File: src/cce_msg_pkg.sv
// CCE message unit definitions
`default_nettype none

package cce_msg_pkg;

  // system sizing
  localparam int num_lce            = 4;
  localparam int lce_assoc          = 8;
  localparam int paddr_width        = 32;
  localparam int block_width        = 128;
  localparam int dword_width        = 64;
  localparam int block_offset_width = 4;
  localparam int set_width          = 6;
  // counter must reach num_lce, so one extra code
  localparam int ack_cnt_width      = $clog2(num_lce + 1);

  typedef logic [$clog2(num_lce)-1:0]   lce_id_t;
  typedef logic [$clog2(lce_assoc)-1:0] way_id_t;
  typedef logic [paddr_width-1:0]       paddr_t;
  typedef logic [set_width-1:0]         set_idx_t;
  typedef logic [block_width-1:0]       block_t;
  typedef logic [num_lce-1:0]           sharers_t;
  typedef logic [ack_cnt_width-1:0]     ack_cnt_t;

  typedef enum logic [2:0] {
    e_coh_i,
    e_coh_s,
    e_coh_e,
    e_coh_m,
    e_coh_o
  } coh_state_e;

  // memory response kinds seen from the memory side
  typedef enum logic [2:0] {
    e_mem_rd,
    e_mem_wr,
    e_mem_uc_rd,
    e_mem_uc_wr,
    e_mem_wb
  } mem_msg_e;

  typedef enum logic [2:0] {
    e_lce_cmd_data,
    e_lce_cmd_uc_data,
    e_lce_cmd_uc_st_done,
    e_lce_cmd_invalidate
  } lce_cmd_e;

  typedef enum logic {
    e_lce_resp_coh_ack,
    e_lce_resp_inv_ack
  } lce_resp_e;

  typedef enum logic [1:0] {
    e_inv_ready,
    e_inv_cmd,
    e_inv_resp
  } inv_state_e;

  typedef struct packed {
    mem_msg_e   msg_type;
    paddr_t     addr;
    lce_id_t    lce_id;
    way_id_t    way_id;
    coh_state_e state;
    block_t     data;
  } mem_resp_s;

  typedef struct packed {
    lce_id_t    dst_id;
    lce_cmd_e   msg_type;
    way_id_t    way_id;
    paddr_t     addr;
    coh_state_e state;
    lce_id_t    src_id;
    block_t     data;
  } lce_cmd_s;

  typedef struct packed {
    lce_id_t   src_id;
    lce_resp_e msg_type;
    paddr_t    addr;
  } lce_resp_s;

  // ways holds one entry per LCE, indexed by LCE number
  typedef struct packed {
    lce_id_t                   req_lce;
    paddr_t                    addr;
    sharers_t                  sharers;
    way_id_t [num_lce-1:0]     ways;
  } inv_req_s;

  typedef struct packed {
    set_idx_t set;
    logic     pending;
  } pending_w_s;

  typedef struct packed {
    lce_id_t lce_id;
    way_id_t way_id;
  } dir_w_s;

  // set index sits right above the byte offset
  function automatic set_idx_t addr_to_set(paddr_t addr);
    return addr[block_offset_width +: set_width];
  endfunction

endpackage

`default_nettype wire
File: src/cce_msg_unit.sv
// CCE message unit top
`timescale 1ns/100ps
`default_nettype none

module cce_msg_unit (
  input  logic                    clk_i,
  input  logic                    reset_i,
  input  cce_msg_pkg::lce_id_t    cce_id_i,
  // memory responses
  input  cce_msg_pkg::mem_resp_s  mem_resp_i,
  input  logic                    mem_resp_v_i,
  output logic                    mem_resp_yumi_o,
  // LCE responses
  input  cce_msg_pkg::lce_resp_s  lce_resp_i,
  input  logic                    lce_resp_v_i,
  output logic                    lce_resp_yumi_o,
  // invalidation requests
  input  cce_msg_pkg::inv_req_s   inv_req_i,
  input  logic                    inv_req_v_i,
  output logic                    inv_req_yumi_o,
  // LCE commands
  output cce_msg_pkg::lce_cmd_s   lce_cmd_o,
  output logic                    lce_cmd_v_o,
  input  logic                    lce_cmd_ready_i,
  // pending bits and directory
  output logic                    pending_w_v_o,
  output cce_msg_pkg::pending_w_s pending_w_o,
  output logic                    dir_w_v_o,
  output cce_msg_pkg::dir_w_s     dir_w_o,
  output logic                    inv_busy_o
);

  cce_msg_pkg::lce_cmd_s fwd_cmd;
  cce_msg_pkg::lce_cmd_s inv_cmd;
  cce_msg_pkg::set_idx_t fwd_set;
  cce_msg_pkg::lce_id_t  inv_dst;
  cce_msg_pkg::way_id_t  inv_way;
  cce_msg_pkg::paddr_t   inv_addr_r;

  logic needs_cmd;
  logic clears_pending;
  logic cmd_sel_inv;
  logic pending_from_resp;
  logic any_sharer;
  logic load;
  logic advance;

  cce_mem_resp_fwd i_fwd (
    .mem_resp_i       (mem_resp_i),
    .cce_id_i         (cce_id_i),
    .lce_cmd_o        (fwd_cmd),
    .needs_cmd_o      (needs_cmd),
    .clears_pending_o (clears_pending),
    .pending_set_o    (fwd_set)
  );

  cce_inv_sharers i_sharers (
    .clk_i     (clk_i),
    .reset_i   (reset_i),
    .load_i    (load),
    .inv_req_i (inv_req_i),
    .advance_i (advance),
    .dst_o     (inv_dst),
    .way_o     (inv_way),
    .any_o     (any_sharer)
  );

  cce_msg_ctrl i_ctrl (
    .clk_i               (clk_i),
    .reset_i             (reset_i),
    .mem_resp_v_i        (mem_resp_v_i),
    .needs_cmd_i         (needs_cmd),
    .clears_pending_i    (clears_pending),
    .mem_resp_yumi_o     (mem_resp_yumi_o),
    .lce_resp_v_i        (lce_resp_v_i),
    .lce_resp_type_i     (lce_resp_i.msg_type),
    .lce_resp_yumi_o     (lce_resp_yumi_o),
    .inv_req_v_i         (inv_req_v_i),
    .inv_req_yumi_o      (inv_req_yumi_o),
    .lce_cmd_ready_i     (lce_cmd_ready_i),
    .lce_cmd_v_o         (lce_cmd_v_o),
    .cmd_sel_inv_o       (cmd_sel_inv),
    .pending_w_v_o       (pending_w_v_o),
    .pending_from_resp_o (pending_from_resp),
    .dir_w_v_o           (dir_w_v_o),
    .any_sharer_i        (any_sharer),
    .load_o              (load),
    .advance_o           (advance),
    .inv_busy_o          (inv_busy_o)
  );

  // request address is needed for every invalidate of the sequence
  always_ff @(posedge clk_i) begin
    if (load) begin
      inv_addr_r <= inv_req_i.addr;
    end
  end

  always_comb begin
    inv_cmd          = '0;
    inv_cmd.dst_id   = inv_dst;
    inv_cmd.msg_type = cce_msg_pkg::e_lce_cmd_invalidate;
    inv_cmd.way_id   = inv_way;
    inv_cmd.addr     = inv_addr_r;
    inv_cmd.state    = cce_msg_pkg::e_coh_i;
    inv_cmd.src_id   = cce_id_i;
  end

  assign lce_cmd_o = cmd_sel_inv ? inv_cmd : fwd_cmd;

  // only clears are issued here
  assign pending_w_o.set     = pending_from_resp ? cce_msg_pkg::addr_to_set(lce_resp_i.addr)
                                                 : fwd_set;
  assign pending_w_o.pending = 1'b0;

  // directory entry of the LCE just invalidated
  assign dir_w_o.lce_id = inv_dst;
  assign dir_w_o.way_id = inv_way;

endmodule

`default_nettype wire

File: src/cce_msg_ctrl.sv
// CCE message unit control
`timescale 1ns/100ps
`default_nettype none

module cce_msg_ctrl (
  input  logic                   clk_i,
  input  logic                   reset_i,
  // memory response side
  input  logic                   mem_resp_v_i,
  input  logic                   needs_cmd_i,
  input  logic                   clears_pending_i,
  output logic                   mem_resp_yumi_o,
  // LCE response side
  input  logic                   lce_resp_v_i,
  input  cce_msg_pkg::lce_resp_e lce_resp_type_i,
  output logic                   lce_resp_yumi_o,
  // invalidation request side
  input  logic                   inv_req_v_i,
  output logic                   inv_req_yumi_o,
  // LCE command port
  input  logic                   lce_cmd_ready_i,
  output logic                   lce_cmd_v_o,
  output logic                   cmd_sel_inv_o,
  // pending and directory write ports
  output logic                   pending_w_v_o,
  output logic                   pending_from_resp_o,
  output logic                   dir_w_v_o,
  // sharer list
  input  logic                   any_sharer_i,
  output logic                   load_o,
  output logic                   advance_o,
  output logic                   inv_busy_o
);

  cce_msg_pkg::inv_state_e state_r;
  cce_msg_pkg::inv_state_e state_n;
  cce_msg_pkg::ack_cnt_t   cnt_r;
  cce_msg_pkg::ack_cnt_t   cnt_n;

  logic mem_cmd_busy;
  logic mem_fire;
  logic mem_pend_w;
  logic coh_ack_yumi;
  logic inv_ack_yumi;
  logic inv_offer;
  logic inv_send;

  // memory response owns the command port whenever it needs it
  assign mem_cmd_busy = mem_resp_v_i & needs_cmd_i;

  // writebacks go in one cycle, others wait for the command port
  assign mem_fire   = mem_resp_v_i & (~needs_cmd_i | lce_cmd_ready_i);
  assign mem_pend_w = mem_fire & clears_pending_i;

  assign mem_resp_yumi_o = mem_fire;

  // coh_ack yields the pending port to a closing memory response
  assign coh_ack_yumi = lce_resp_v_i
                      & (lce_resp_type_i == cce_msg_pkg::e_lce_resp_coh_ack)
                      & ~mem_pend_w;

  // inv-acks only drain while a sequence is running
  assign inv_ack_yumi = lce_resp_v_i
                      & (lce_resp_type_i == cce_msg_pkg::e_lce_resp_inv_ack)
                      & (state_r != cce_msg_pkg::e_inv_ready);

  assign lce_resp_yumi_o = coh_ack_yumi | inv_ack_yumi;

  assign pending_w_v_o       = mem_pend_w | coh_ack_yumi;
  assign pending_from_resp_o = coh_ack_yumi;

  // invalidate offered only when memory is not using the port
  assign inv_offer = (state_r == cce_msg_pkg::e_inv_cmd) & any_sharer_i & ~mem_cmd_busy;
  assign inv_send  = inv_offer & lce_cmd_ready_i;

  assign lce_cmd_v_o   = mem_cmd_busy | inv_offer;
  assign cmd_sel_inv_o = inv_offer;

  // directory update and list advance happen on the accepted send
  assign dir_w_v_o = inv_send;
  assign advance_o = inv_send;

  // new request taken on its first valid cycle in ready
  assign inv_req_yumi_o = (state_r == cce_msg_pkg::e_inv_ready) & inv_req_v_i;
  assign load_o         = inv_req_yumi_o;

  assign inv_busy_o = (state_r != cce_msg_pkg::e_inv_ready);

  always_comb begin
    state_n = state_r;
    cnt_n   = cnt_r;

    case (state_r)
      cce_msg_pkg::e_inv_ready: begin
        if (inv_req_v_i) begin
          state_n = cce_msg_pkg::e_inv_cmd;
          cnt_n   = '0;
        end
      end

      cce_msg_pkg::e_inv_cmd: begin
        // a send and an ack in one cycle cancel out
        cnt_n = cnt_r + cce_msg_pkg::ack_cnt_t'(inv_send)
                      - cce_msg_pkg::ack_cnt_t'(inv_ack_yumi);
        // an empty list also lands here, so no hang
        if (!any_sharer_i) begin
          state_n = cce_msg_pkg::e_inv_resp;
        end
      end

      cce_msg_pkg::e_inv_resp: begin
        cnt_n = cnt_r - cce_msg_pkg::ack_cnt_t'(inv_ack_yumi);
        // done once every ack is back, including this cycle's
        if (cnt_n == '0) begin
          state_n = cce_msg_pkg::e_inv_ready;
        end
      end

      default: begin
        state_n = cce_msg_pkg::e_inv_ready;
      end
    endcase
  end

  always_ff @(posedge clk_i) begin
    if (reset_i) begin
      state_r <= cce_msg_pkg::e_inv_ready;
      cnt_r   <= '0;
    end else begin
      state_r <= state_n;
      cnt_r   <= cnt_n;
    end
  end

endmodule

`default_nettype wire

File: src/cce_inv_sharers.sv
// Invalidation sharer list
`timescale 1ns/100ps
`default_nettype none

module cce_inv_sharers (
  input  logic                  clk_i,
  input  logic                  reset_i,
  input  logic                  load_i,
  input  cce_msg_pkg::inv_req_s inv_req_i,
  input  logic                  advance_i,
  output cce_msg_pkg::lce_id_t  dst_o,
  output cce_msg_pkg::way_id_t  way_o,
  output logic                  any_o
);

  // remaining sharers still owed an invalidate
  cce_msg_pkg::sharers_t sharers_r;
  cce_msg_pkg::sharers_t sharers_n;
  cce_msg_pkg::sharers_t req_mask;
  cce_msg_pkg::sharers_t dst_mask;

  // way each LCE holds the block in
  cce_msg_pkg::way_id_t [cce_msg_pkg::num_lce-1:0] ways_r;

  // one-hot of the requester and of the current target
  assign req_mask = cce_msg_pkg::sharers_t'(1) << inv_req_i.req_lce;
  assign dst_mask = cce_msg_pkg::sharers_t'(1) << dst_o;

  // lowest-numbered sharer goes first
  always_comb begin
    dst_o = '0;
    for (int i = cce_msg_pkg::num_lce - 1; i >= 0; i--) begin
      if (sharers_r[i]) begin
        dst_o = cce_msg_pkg::lce_id_t'(i);
      end
    end
  end

  assign any_o = |sharers_r;
  assign way_o = ways_r[dst_o];

  always_comb begin
    sharers_n = sharers_r;
    if (load_i) begin
      // requester keeps its copy
      sharers_n = inv_req_i.sharers & ~req_mask;
    end else if (advance_i) begin
      // current target has been sent its invalidate
      sharers_n = sharers_r & ~dst_mask;
    end
  end

  always_ff @(posedge clk_i) begin
    if (reset_i) begin
      sharers_r <= '0;
    end else begin
      sharers_r <= sharers_n;
    end
  end

  // ways only matter while their sharer bit is set
  always_ff @(posedge clk_i) begin
    if (load_i) begin
      ways_r <= inv_req_i.ways;
    end
  end

endmodule

`default_nettype wire

File: src/cce_mem_resp_fwd.sv
// Memory response forwarding
`timescale 1ns/100ps
`default_nettype none

module cce_mem_resp_fwd (
  input  cce_msg_pkg::mem_resp_s mem_resp_i,
  input  cce_msg_pkg::lce_id_t   cce_id_i,
  output cce_msg_pkg::lce_cmd_s  lce_cmd_o,
  output logic                   needs_cmd_o,
  output logic                   clears_pending_o,
  output cce_msg_pkg::set_idx_t  pending_set_o
);

  // every transaction closes on the set of its address
  assign pending_set_o = cce_msg_pkg::addr_to_set(mem_resp_i.addr);

  always_comb begin
    // fields not listed for a type stay zero
    lce_cmd_o        = '0;
    needs_cmd_o      = 1'b0;
    clears_pending_o = 1'b0;

    // destination and address are common to all forwarded types
    lce_cmd_o.dst_id = mem_resp_i.lce_id;
    lce_cmd_o.addr   = mem_resp_i.addr;

    case (mem_resp_i.msg_type)
      // cached fills, whole block with the granted state
      cce_msg_pkg::e_mem_rd,
      cce_msg_pkg::e_mem_wr: begin
        needs_cmd_o        = 1'b1;
        clears_pending_o   = 1'b1;
        lce_cmd_o.msg_type = cce_msg_pkg::e_lce_cmd_data;
        lce_cmd_o.way_id   = mem_resp_i.way_id;
        lce_cmd_o.state    = mem_resp_i.state;
        lce_cmd_o.data     = mem_resp_i.data;
      end

      // uncached load, only the low dword carries data
      cce_msg_pkg::e_mem_uc_rd: begin
        needs_cmd_o        = 1'b1;
        lce_cmd_o.msg_type = cce_msg_pkg::e_lce_cmd_uc_data;
        lce_cmd_o.way_id   = '0;
        lce_cmd_o.data[0 +: cce_msg_pkg::dword_width] =
          mem_resp_i.data[0 +: cce_msg_pkg::dword_width];
      end

      // uncached store done, tells the LCE which directory answered
      cce_msg_pkg::e_mem_uc_wr: begin
        needs_cmd_o        = 1'b1;
        lce_cmd_o.msg_type = cce_msg_pkg::e_lce_cmd_uc_st_done;
        lce_cmd_o.way_id   = '0;
        lce_cmd_o.src_id   = cce_id_i;
      end

      // writeback ack, nothing goes to the LCE
      cce_msg_pkg::e_mem_wb: begin
        clears_pending_o = 1'b1;
      end

      // unknown codes are dropped without side effects
      default: begin
        needs_cmd_o      = 1'b0;
        clears_pending_o = 1'b0;
      end
    endcase
  end

endmodule

`default_nettype wire

File: config.mk
export PLATFORM = sky130hd
export DESIGN_NAME = cce_msg_unit
export DESIGN_NICKNAME = d
export VERILOG_FILES = /design/src/cce_msg_pkg.sv /design/src/cce_msg_unit.sv /design/src/cce_msg_ctrl.sv /design/src/cce_inv_sharers.sv /design/src/cce_mem_resp_fwd.sv
export SDC_FILE = /design/constraint.sdc
export NUM_CORES = 1
export LEC_CHECK = 0
export ABC_AREA = 1
export BUFFER_PORTS_ARGS = -buffer_cell sky130_fd_sc_hd__buf_2
export CORE_AREA = 2 2 176 178
export DETAILED_ROUTE_END_ITERATION = 12
export DIE_AREA = 0 0 178 180
export PLACE_DENSITY_LB_ADDON = 0.25
export SYNTH_ARGS = -nofsm -noshare
export SYNTH_HDL_FRONTEND = slang
export SYNTH_SLANG_ARGS = --single-unit
File: constraint.sdc
create_clock -name clk_i -period 2.8 [get_ports clk_i]
set_input_delay 0.56 -clock clk_i [delete_from_list [all_inputs] [get_ports clk_i]]
set_output_delay 0.56 -clock clk_i [all_outputs]
set_load 0.03 [all_outputs]
==> impl_metrics.toml, run 1 <==
[sta]
setup_viol_count_final = 0
slew_headroom_pct = 50.0
worst_pin_slew_ns = 0.742
fin_crit_ns = 2.65
drv_slew = 0
timing.final.crit_share_pct = 94.8
rsz0062_at_grt = "no"
fmaxAchievable_mhz = 377
tns_ns = 0
skew_ns = 0.00628
whs_ns = 0.434
hold_viol = 0

[layout]
final_common_cell = "buf_2"
fill_cells = 3475
final_cell_mix = "buf_2 (425), inv_1 (170), nand2_1 (155), nand3_1 (151), edfxtp_1 (44)"
nNetsFinal = 1318
multiInputGateArea_sq_um = 1810
register_area_sq_um = 1500
areaGrowthSynthToFinish_pct = 68.1
drive_above_1_share_pct = 43.6

[critical_path]
cp-end-kind = "output pin"
start_kind = "register"
crit_fanout = 35
cpMaxStageDelayCell = "ha_1"
worst_ep_required_time_ns = 2.24
cp_common_cell = "nand2_1"
path_buf_inv = 4
cp.arrival_ns = 2.09
max_stage_delay_ns = 0.38
cp_top_family = "buffers and inverters"
path_class = "reg -> out"
crit_chain = "inv_1 > ha_1 > nand3_4 > inv_2 > buf_12 > nand2_1 > nand2_1 > buf_2"

[synthesis]
ys_seq_elements = 53
synthFlopType = "edfxtp_1"
synth.largest_area_cell = "edfxtp_1"
ys_types = 30
synthTopCellsByArea = "edfxtp_1 (32%), nand3_1 (18%), inv_1 (15%)"
yosysSeqAreaShare_pct = 36.2
synth_top_area_share_pct = 31.8
avgSynthCellArea_sq_um = 6.52
ys_warn_count = 0
synth-edff-count = 44
synthArstFlopShare_pct = 0
syn_inst = 636
syn_area_sq_um = 4150

[clock_network]
h-tree-depth = 2
cts_buffers = 5
clk_latency_ns = 0.30
clk_pin_slew_worst_paths_ns = 0.07
cts_setup_buffers = 0
cts_max_path_buffers = 2
cts_tree = "yes"
cts.sinks = 53
clock-root-buffer = "clkbuf_16"

[floorplan]
rows = 64
ios = 456
die_w_um = 178
initial_core_util_pct = 13.7
fp.dieH_um = 180
fp.dieArea_sq_um = 32000
core_sq_um = 30200

[status]
status = "finished, final reports clean"

[pwr]
power.density_nw_per_um2 = 543
p_leak_nw = 4.66
peakVddDrop_mv = 0.289

[job]
drv_cap = 0

[drt]
wirelength_um = 19600
drc = 0
vias = 5414
wl_per_cell_um = 13.6
detail-route-antenna-nets = 0
dr.pass1.iters = 4
via_per_inst = 3.75
drt_iter0_drc = 209

[global_routing]
grt_max_degree = 117
overflow = 0
grt_pass1_vias = 5061
track_usage_pct = 11.3
grt_pass1_wl_um = 28000
antenna_found_initial = 7

[placement]
portBuffers = 425
dp_hpwl_um = 16100
gp_congestion = 0.804

[min_path]
min_path_type = "in -> reg"
## registers in the layout, summed over array words and instances (netlist names)
signal               count
inv_addr_r              32
i_sharers.sharers_r      4
i_ctrl.cnt_r             3
i_ctrl.state_r           2
i_sharers.ways_r        12
## cell families (layout without fill, tap and decap cells)
| kind of cell | after synthesis | after routing | synth area share (%) |
|---|---|---|---|
| DFF | 53 | 53 | 36.2 |
| AOI/OAI and AO/OA | 35 | 35 | 4.70 |
| other | 1 | 6 | 0.0904 |
| buffers and inverters | 212 | 620 | 20.9 |
| and+or+nand+nor | 325 | 325 | 35.0 |
| adders and majority gates | 10 | 10 | 3.20 |
## cell type report
cell class / count / share of cell area [%]
clock buffer: 5 / 1.79
timing repair buffer: 439 / 33.6
inverter: 173 / 9.31
clock inverter: 3 / 0.592
tap: 396 / 7.10
sequential: 53 / 21.5
antenna: 4 / 0.143
multi-input combinational: 372 / 25.9
## per-stage QoR
step	setup slack, ns	utilization [%]	cells	power, mW	instance area [sq um]
2_1_floorplan	0.306	-	637	2.40	4150
3_3_place_gp	0.292	22.4	1432	3.10	6770
3_5_place_dp	0.294	22.4	1432	3.11	6770
4_1_cts	0.0543	23.0	1440	3.83	6930
5_1_grt	0.00472	23.1	1444	4.07	6970
6_report	0.147	23.1	1445	3.79	6980
## synth_stat cells, types with 3 or more instances
master / count
a21oi_1: 8
buf_2: 11
buf_4: 13
clkbuf_1: 13
dfxtp_1: 9
edfxtp_1: 44
ha_1: 9
inv_1: 171
nand2_1: 155
nand3_1: 151
nand3b_1: 4
nor2_1: 7
nor3_1: 3
o21ai_0: 19
## power by group
part           switching (mW)  leakage (nW)  total, mW  internal [mW]
clock                   0.288        0.0775      0.707          0.419
sequential             0.0627         0.490       1.14           1.07
combinational            1.36          4.10       1.95          0.587
total                    1.71          4.66       3.79           2.08
## worst paths after layout
check | start | endpoint | slack (ns) | cells after the start
setup / recovery | i_ctrl.state_r[1]$_SDFFE_PP0P_ | lce_cmd_o[163] | 0.15 | 8
hold / removal | inv_req_i[19] | inv_addr_r[3]$_DFFE_PP_ | 0.43 | 1
hold reg to reg | i_ctrl.cnt_r[0]$_SDFFE_PP0P_ | i_ctrl.cnt_r[0]$_SDFFE_PP0P_ | 0.50 | 2
setup reg to reg | i_ctrl.state_r[0]$_SDFFE_PP0P_ | i_ctrl.cnt_r[2]$_SDFFE_PP0P_ | 0.33 | 13
## metal layers
layer,part of all wire [%],GRT usage (%),vias up
met5,0,0,-
met4,1.8,3.48,0
met3,8.3,2.03,24
met2,51,21.6,265
met1,39,12.4,2359
li1,-,-,2766
## repair_timing
item                       CTS  global route
setup endpoints to repair    0            53
gates resized for setup      0             1
hold buffers                 0             0
Power figures use the tool's default switching activity.
==> inputs of run 2 (changes only) <==
--- a/config.mk
+++ b/config.mk
@@ -8,9 +8,10 @@
 export ABC_AREA = 1
 export BUFFER_PORTS_ARGS = -buffer_cell sky130_fd_sc_hd__buf_2
 export CORE_AREA = 2 2 176 178
+export CTS_CLUSTER_DIAMETER = 100
 export DETAILED_ROUTE_END_ITERATION = 12
 export DIE_AREA = 0 0 178 180
-export PLACE_DENSITY_LB_ADDON = 0.25
+export PLACE_DENSITY_LB_ADDON = 0.2
 export SYNTH_ARGS = -nofsm -noshare
 export SYNTH_HDL_FRONTEND = slang
 export SYNTH_SLANG_ARGS = --single-unit
==> impl_metrics.toml, run 2 (synthesis results as in run 1) <==
[clock_network]
clk_latency_ns = 0.30
cts_buffers = 5
cts_resized = 0
h-tree-depth = 2
cts_max_path_buffers = 2
clock-root-buffer = "clkbuf_16"
postCtsHoldBufs = 0
clk_pin_slew_worst_paths_ns = 0.08
cts_setup_buffers = 0
cts.sinks = 53
cts_tree = "yes"

[floorplan]
fp.dieH_um = 180
initial_core_util_pct = 13.7
fp.dieArea_sq_um = 32000
die_w_um = 178
core_sq_um = 30200
ios = 456
rows = 64

[global_routing]
overflow = 0
grt_pass1_vias = 5265
grt_pass1_wl_um = 28700
grt_max_degree = 65
antenna_found_initial = 5
track_usage_pct = 11.5

[job]
drv_cap = 0

[layout]
layoutNonFillerInstCount = 1450
drive_above_1_share_pct = 44.1
nNetsFinal = 1323
largest_register_ffs = 32
areaGrowthSynthToFinish_pct = 68.5
regMostFlops = "inv_addr_r"
final_cell_mix = "buf_2 (425), inv_1 (170), nand2_1 (155), nand3_1 (151), edfxtp_1 (44)"
final_common_cell = "buf_2"
final_area_sq_um = 6990
reg.largest.list = "inv_addr_r: 32 flops, i_sharers.ways_r: 12 flops, i_sharers.sharers_r: 4 flops"

[critical_path]
path_class = "reg -> out"
start_kind = "register"
crit_fanout = 25
worst_ep_required_time_ns = 2.24
cp-end-kind = "output pin"
cp.arrival_ns = 2.03

[drt]
via_per_inst = 3.72
dr.pass1.iters = 4
drt_iter0_drc = 206
drc = 0
detail-route-antenna-nets = 0
vias = 5390
wl_per_cell_um = 13.4
wirelength_um = 19400

[min_path]
min_path_type = "in -> reg"

[pwr]
p_leak_nw = 4.67
peakVddDrop_mv = 0.318
power.density_nw_per_um2 = 532

[sta]
fin_crit_ns = 2.59
worst_pin_slew_ns = 0.693
setup_viol_count_final = 0
skew_ns = 0.00858
timing.final.crit_share_pct = 92.4
tns_ns = 0
rsz0062_at_grt = "no"
slew_headroom_pct = 53.3
fmaxAchievable_mhz = 386
drv_slew = 0
hold_viol = 0

[placement]
place_area_sq_um = 6820
dp_cells = 1438
dp_hpwl_um = 16500
portBuffers = 425
gp_congestion = 0.821

[status]
status = "finished, final reports clean"
[run 2: layout make-up]
cell class | instances | area, sq um
timing repair buffer | 444 | 2370
tap | 396 | 495
fill | 3432 | 23200
inverter | 173 | 649
clock buffer | 5 | 125
sequential | 53 | 1500
antenna | 4 | 10.0
multi-input combinational | 372 | 1810
clock inverter | 3 | 25.0
[run 2: power by group]
| part | internal, mW | leakage [nW] | switching (mW) |
|---|---|---|---|
| clock | 0.337 | 0.0704 | 0.299 |
| sequential | 1.07 | 0.490 | 0.0631 |
| combinational | 0.600 | 4.11 | 1.35 |
[run 2: final timing paths]
| kind | startpoint | to | slack [ns] | cells past startpoint |
|---|---|---|---|---|
| hold reg to reg | i_ctrl.cnt_r[0]$_SDFFE_PP0P_ | i_ctrl.cnt_r[0]$_SDFFE_PP0P_ | 0.51 | 2 |
| setup / recovery | i_ctrl.state_r[1]$_SDFFE_PP0P_ | lce_cmd_o[39] | 0.21 | 8 |
| hold / removal | inv_req_i[31] | inv_addr_r[15]$_DFFE_PP_ | 0.43 | 1 |
| setup reg to reg | i_ctrl.state_r[0]$_SDFFE_PP0P_ | i_ctrl.cnt_r[2]$_SDFFE_PP0P_ | 0.29 | 13 |
[run 2: per-stage QoR]
| step | utilization, % | hold WS, ns | power (mW) | setup slack, ns |
|---|---|---|---|---|
| floorplan | - | 0.462 | 2.40 | 0.306 |
| global placement | 22.6 | 0.490 | 3.14 | 0.267 |
| detailed placement | 22.6 | 0.493 | 3.13 | 0.267 |
| CTS | 23.1 | 0.420 | 3.79 | 0.00857 |
| global route | 23.2 | 0.419 | 4.01 | 0.0348 |
| finish | 23.2 | 0.430 | 3.72 | 0.213 |
[run 2: worst max-delay path, stage by stage, from the launching register on]
cell and delay [ns]:
dfxtp_1 0.38, inv_1 0.10, ha_2 0.25, nand3_4 0.17, buf_12 0.18, buf_6 0.21, nand3_1 0.15, inv_1 0.09
buf_2 0.19
[run 2: per-layer routing]
metal	vias to the layer above	GRT usage [%]	part of all wire, %
met5	-	0	0.036
met4	2	3.51	1.9
met3	17	1.40	7.3
met2	248	22.1	51
met1	2348	12.9	39
li1	2775	-	-
==> inputs of run 3 (changes only) <==
--- a/config.mk
+++ b/config.mk
@@ -7,10 +7,10 @@
 export LEC_CHECK = 0
 export ABC_AREA = 1
 export BUFFER_PORTS_ARGS = -buffer_cell sky130_fd_sc_hd__buf_2
-export CORE_AREA = 2 2 176 178
+export CORE_AREA = 2 2 178 180
 export CTS_CLUSTER_DIAMETER = 100
 export DETAILED_ROUTE_END_ITERATION = 12
-export DIE_AREA = 0 0 178 180
+export DIE_AREA = 0 0 180 182
 export PLACE_DENSITY_LB_ADDON = 0.2
 export SYNTH_ARGS = -nofsm -noshare
 export SYNTH_HDL_FRONTEND = slang
==> impl_metrics.toml, run 3 (synthesis results as in run 1) <==
[floorplan]
die_w_um = 180
rows = 65
core_sq_um = 31000
fp.dieH_um = 182
initial_core_util_pct = 13.4
fp.dieArea_sq_um = 32800
ios = 456

[critical_path]
crit_fanout = 35
worst_ep_required_time_ns = 2.24
cp-end-kind = "output pin"
path_class = "reg -> out"
reg2reg_slack_ns = 0.33
cp.arrival_ns = 2.04
start_kind = "register"
reg2reg_depth = 13
reg2reg_to = "i_ctrl.cnt_r[2]$_SDFFE_PP0P_"
r2r-start = "i_ctrl.state_r[0]$_SDFFE_PP0P_"

[drt]
drt_iter0_drc = 162
vias = 5473
via_per_inst = 3.77
wl_per_cell_um = 15.0
drc = 0
wirelength_um = 21700
detail-route-antenna-nets = 0
dr.pass1.iters = 4

[global_routing]
grt_max_degree = 66
antenna_found_initial = 5
track_usage_pct = 12.7
grt_pass1_vias = 5288
overflow = 0
grt_pass1_wl_um = 32000

[clock_network]
cts_tree = "yes"
cts.sinks = 53
cts_max_path_buffers = 2
postCtsHoldBufs = 0
h-tree-depth = 2
clk_pin_slew_worst_paths_ns = 0.07
clk_latency_ns = 0.30
cts_buffers = 5
clock-root-buffer = "clkbuf_16"

[sta]
drv_slew = 0
whs_ns = 0.434
timing.final.crit_share_pct = 92.7
tns_ns = 0
setup_viol_count_final = 0
fin_crit_ns = 2.60
fmaxAchievable_mhz = 385
rsz0062_at_grt = "no"
skew_ns = 0.00631
hold_viol = 0

[pwr]
power.density_nw_per_um2 = 548
p_leak_nw = 4.65
peakVddDrop_mv = 0.269

[min_path]
holdPathEnd = "inv_addr_r[27]$_DFFE_PP_"
hold_start = "inv_req_i[43]"
min_path_type = "in -> reg"
hold-path-cell-count = 1

[placement]
dp_hpwl_um = 18500
dp_cells = 1438
gp_congestion = 0.747
portBuffers = 425

[layout]
regMostFlops = "inv_addr_r"
fill_cells = 3588
nNetsFinal = 1320
reg.largest.list = "inv_addr_r: 32 flops, i_sharers.ways_r: 12 flops, i_sharers.sharers_r: 4 flops"
final_common_cell = "buf_2"
areaGrowthSynthToFinish_pct = 67.7
layoutNonFillerInstCount = 1451
final_cell_mix = "buf_2 (425), inv_1 (170), nand2_1 (155), nand3_1 (151), edfxtp_1 (44)"
drive_above_1_share_pct = 43.8
largest_register_ffs = 32

[job]
drv_cap = 0

[status]
status = "finished, final reports clean"
[run 3: cell types whose count changed in the layout (fill, tap and decap cells not counted)]
cell | previous run | this run
clkbuf_1 | 0 | 1
clkinvlp_4 | 1 | 0
buf_6 | 1 | 0
bufinv_16 | 0 | 1
inv_6 | 1 | 0
diode_2 | 4 | 2
buf_12 | 8 | 6
[run 3: metal layers]
layer | global-route usage (%) | vias to the layer above | part of all wire, %
met1 | 14.5 | 2424 | 40
met3 | 1.93 | 33 | 6.2
met5 | 0 | - | 0
met4 | 5.72 | 0 | 3.9
li1 | - | 2769 | -
met2 | 23.2 | 247 | 50
[run 3: power by group]
group / internal (mW) / switching, mW / total (mW)
clock: 0.425 / 0.298 / 0.723
combinational: 0.591 / 1.37 / 1.96
sequential: 1.07 / 0.0602 / 1.13
[run 3: area by class of cell]
| cell class | instances | area, sq um | area share [%] |
|---|---|---|---|
| Timing Repair Buffer | 441 | 2320 | 33.4 |
| Multi-Input combinational cell | 372 | 1810 | 26.0 |
| Sequential cell | 53 | 1500 | 21.6 |
| Inverter | 173 | 649 | 9.33 |
| Tap cell | 402 | 503 | 7.23 |
| Clock buffer | 6 | 129 | 1.85 |
| Clock inverter | 2 | 38.8 | 0.557 |
| Antenna cell | 2 | 5.00 | 0.0719 |
[run 3: what timing repair did]
action | CTS | global route
resized for setup | 0 | 1
cloned | 0 | 0
setup buffers | 0 | 3
pin swaps | 1 | 1
setup endpoints to repair | 3 | 100
[run 3: metrics by stage]
| stage | power [mW] | area, sq um | util, % | setup WS, ns |
|---|---|---|---|---|
| 6_report | 3.81 | 6960 | 22.5 | 0.204 |
| 5_1_grt | 4.08 | 6960 | 22.5 | 0.0173 |
| 4_1_cts | 3.87 | 6930 | 22.4 | 0.000997 |
| 3_5_place_dp | 3.13 | 6760 | 21.8 | 0.250 |
| 3_3_place_gp | 3.13 | 6760 | 21.8 | 0.250 |
| 2_1_floorplan | 2.40 | 4150 | - | 0.306 |
[run 3: how the worst max path moves through the flow]
stage	start	endpoint
CTS	i_ctrl.state_r[1]$_SDFFE_PP0P_	lce_cmd_o[135]
finish	i_ctrl.state_r[1]$_SDFFE_PP0P_	lce_cmd_o[145]
global route	i_ctrl.state_r[1]$_SDFFE_PP0P_	lce_cmd_o[157]
floorplan	mem_resp_i[170]	pending_w_o[1]
detailed placement	mem_resp_i[170]	lce_cmd_o[135]
global placement	mem_resp_i[170]	lce_cmd_o[135]
[run 3: critical path, cell delays in order, from the launching register on]
cell and delay (ns):
dfxtp_1 0.34, inv_1 0.11, ha_2 0.29, nand3_4 0.24
inv_2 0.13, buf_12 0.20, nand2_1 0.13, nand2_1 0.08
buf_2 0.19
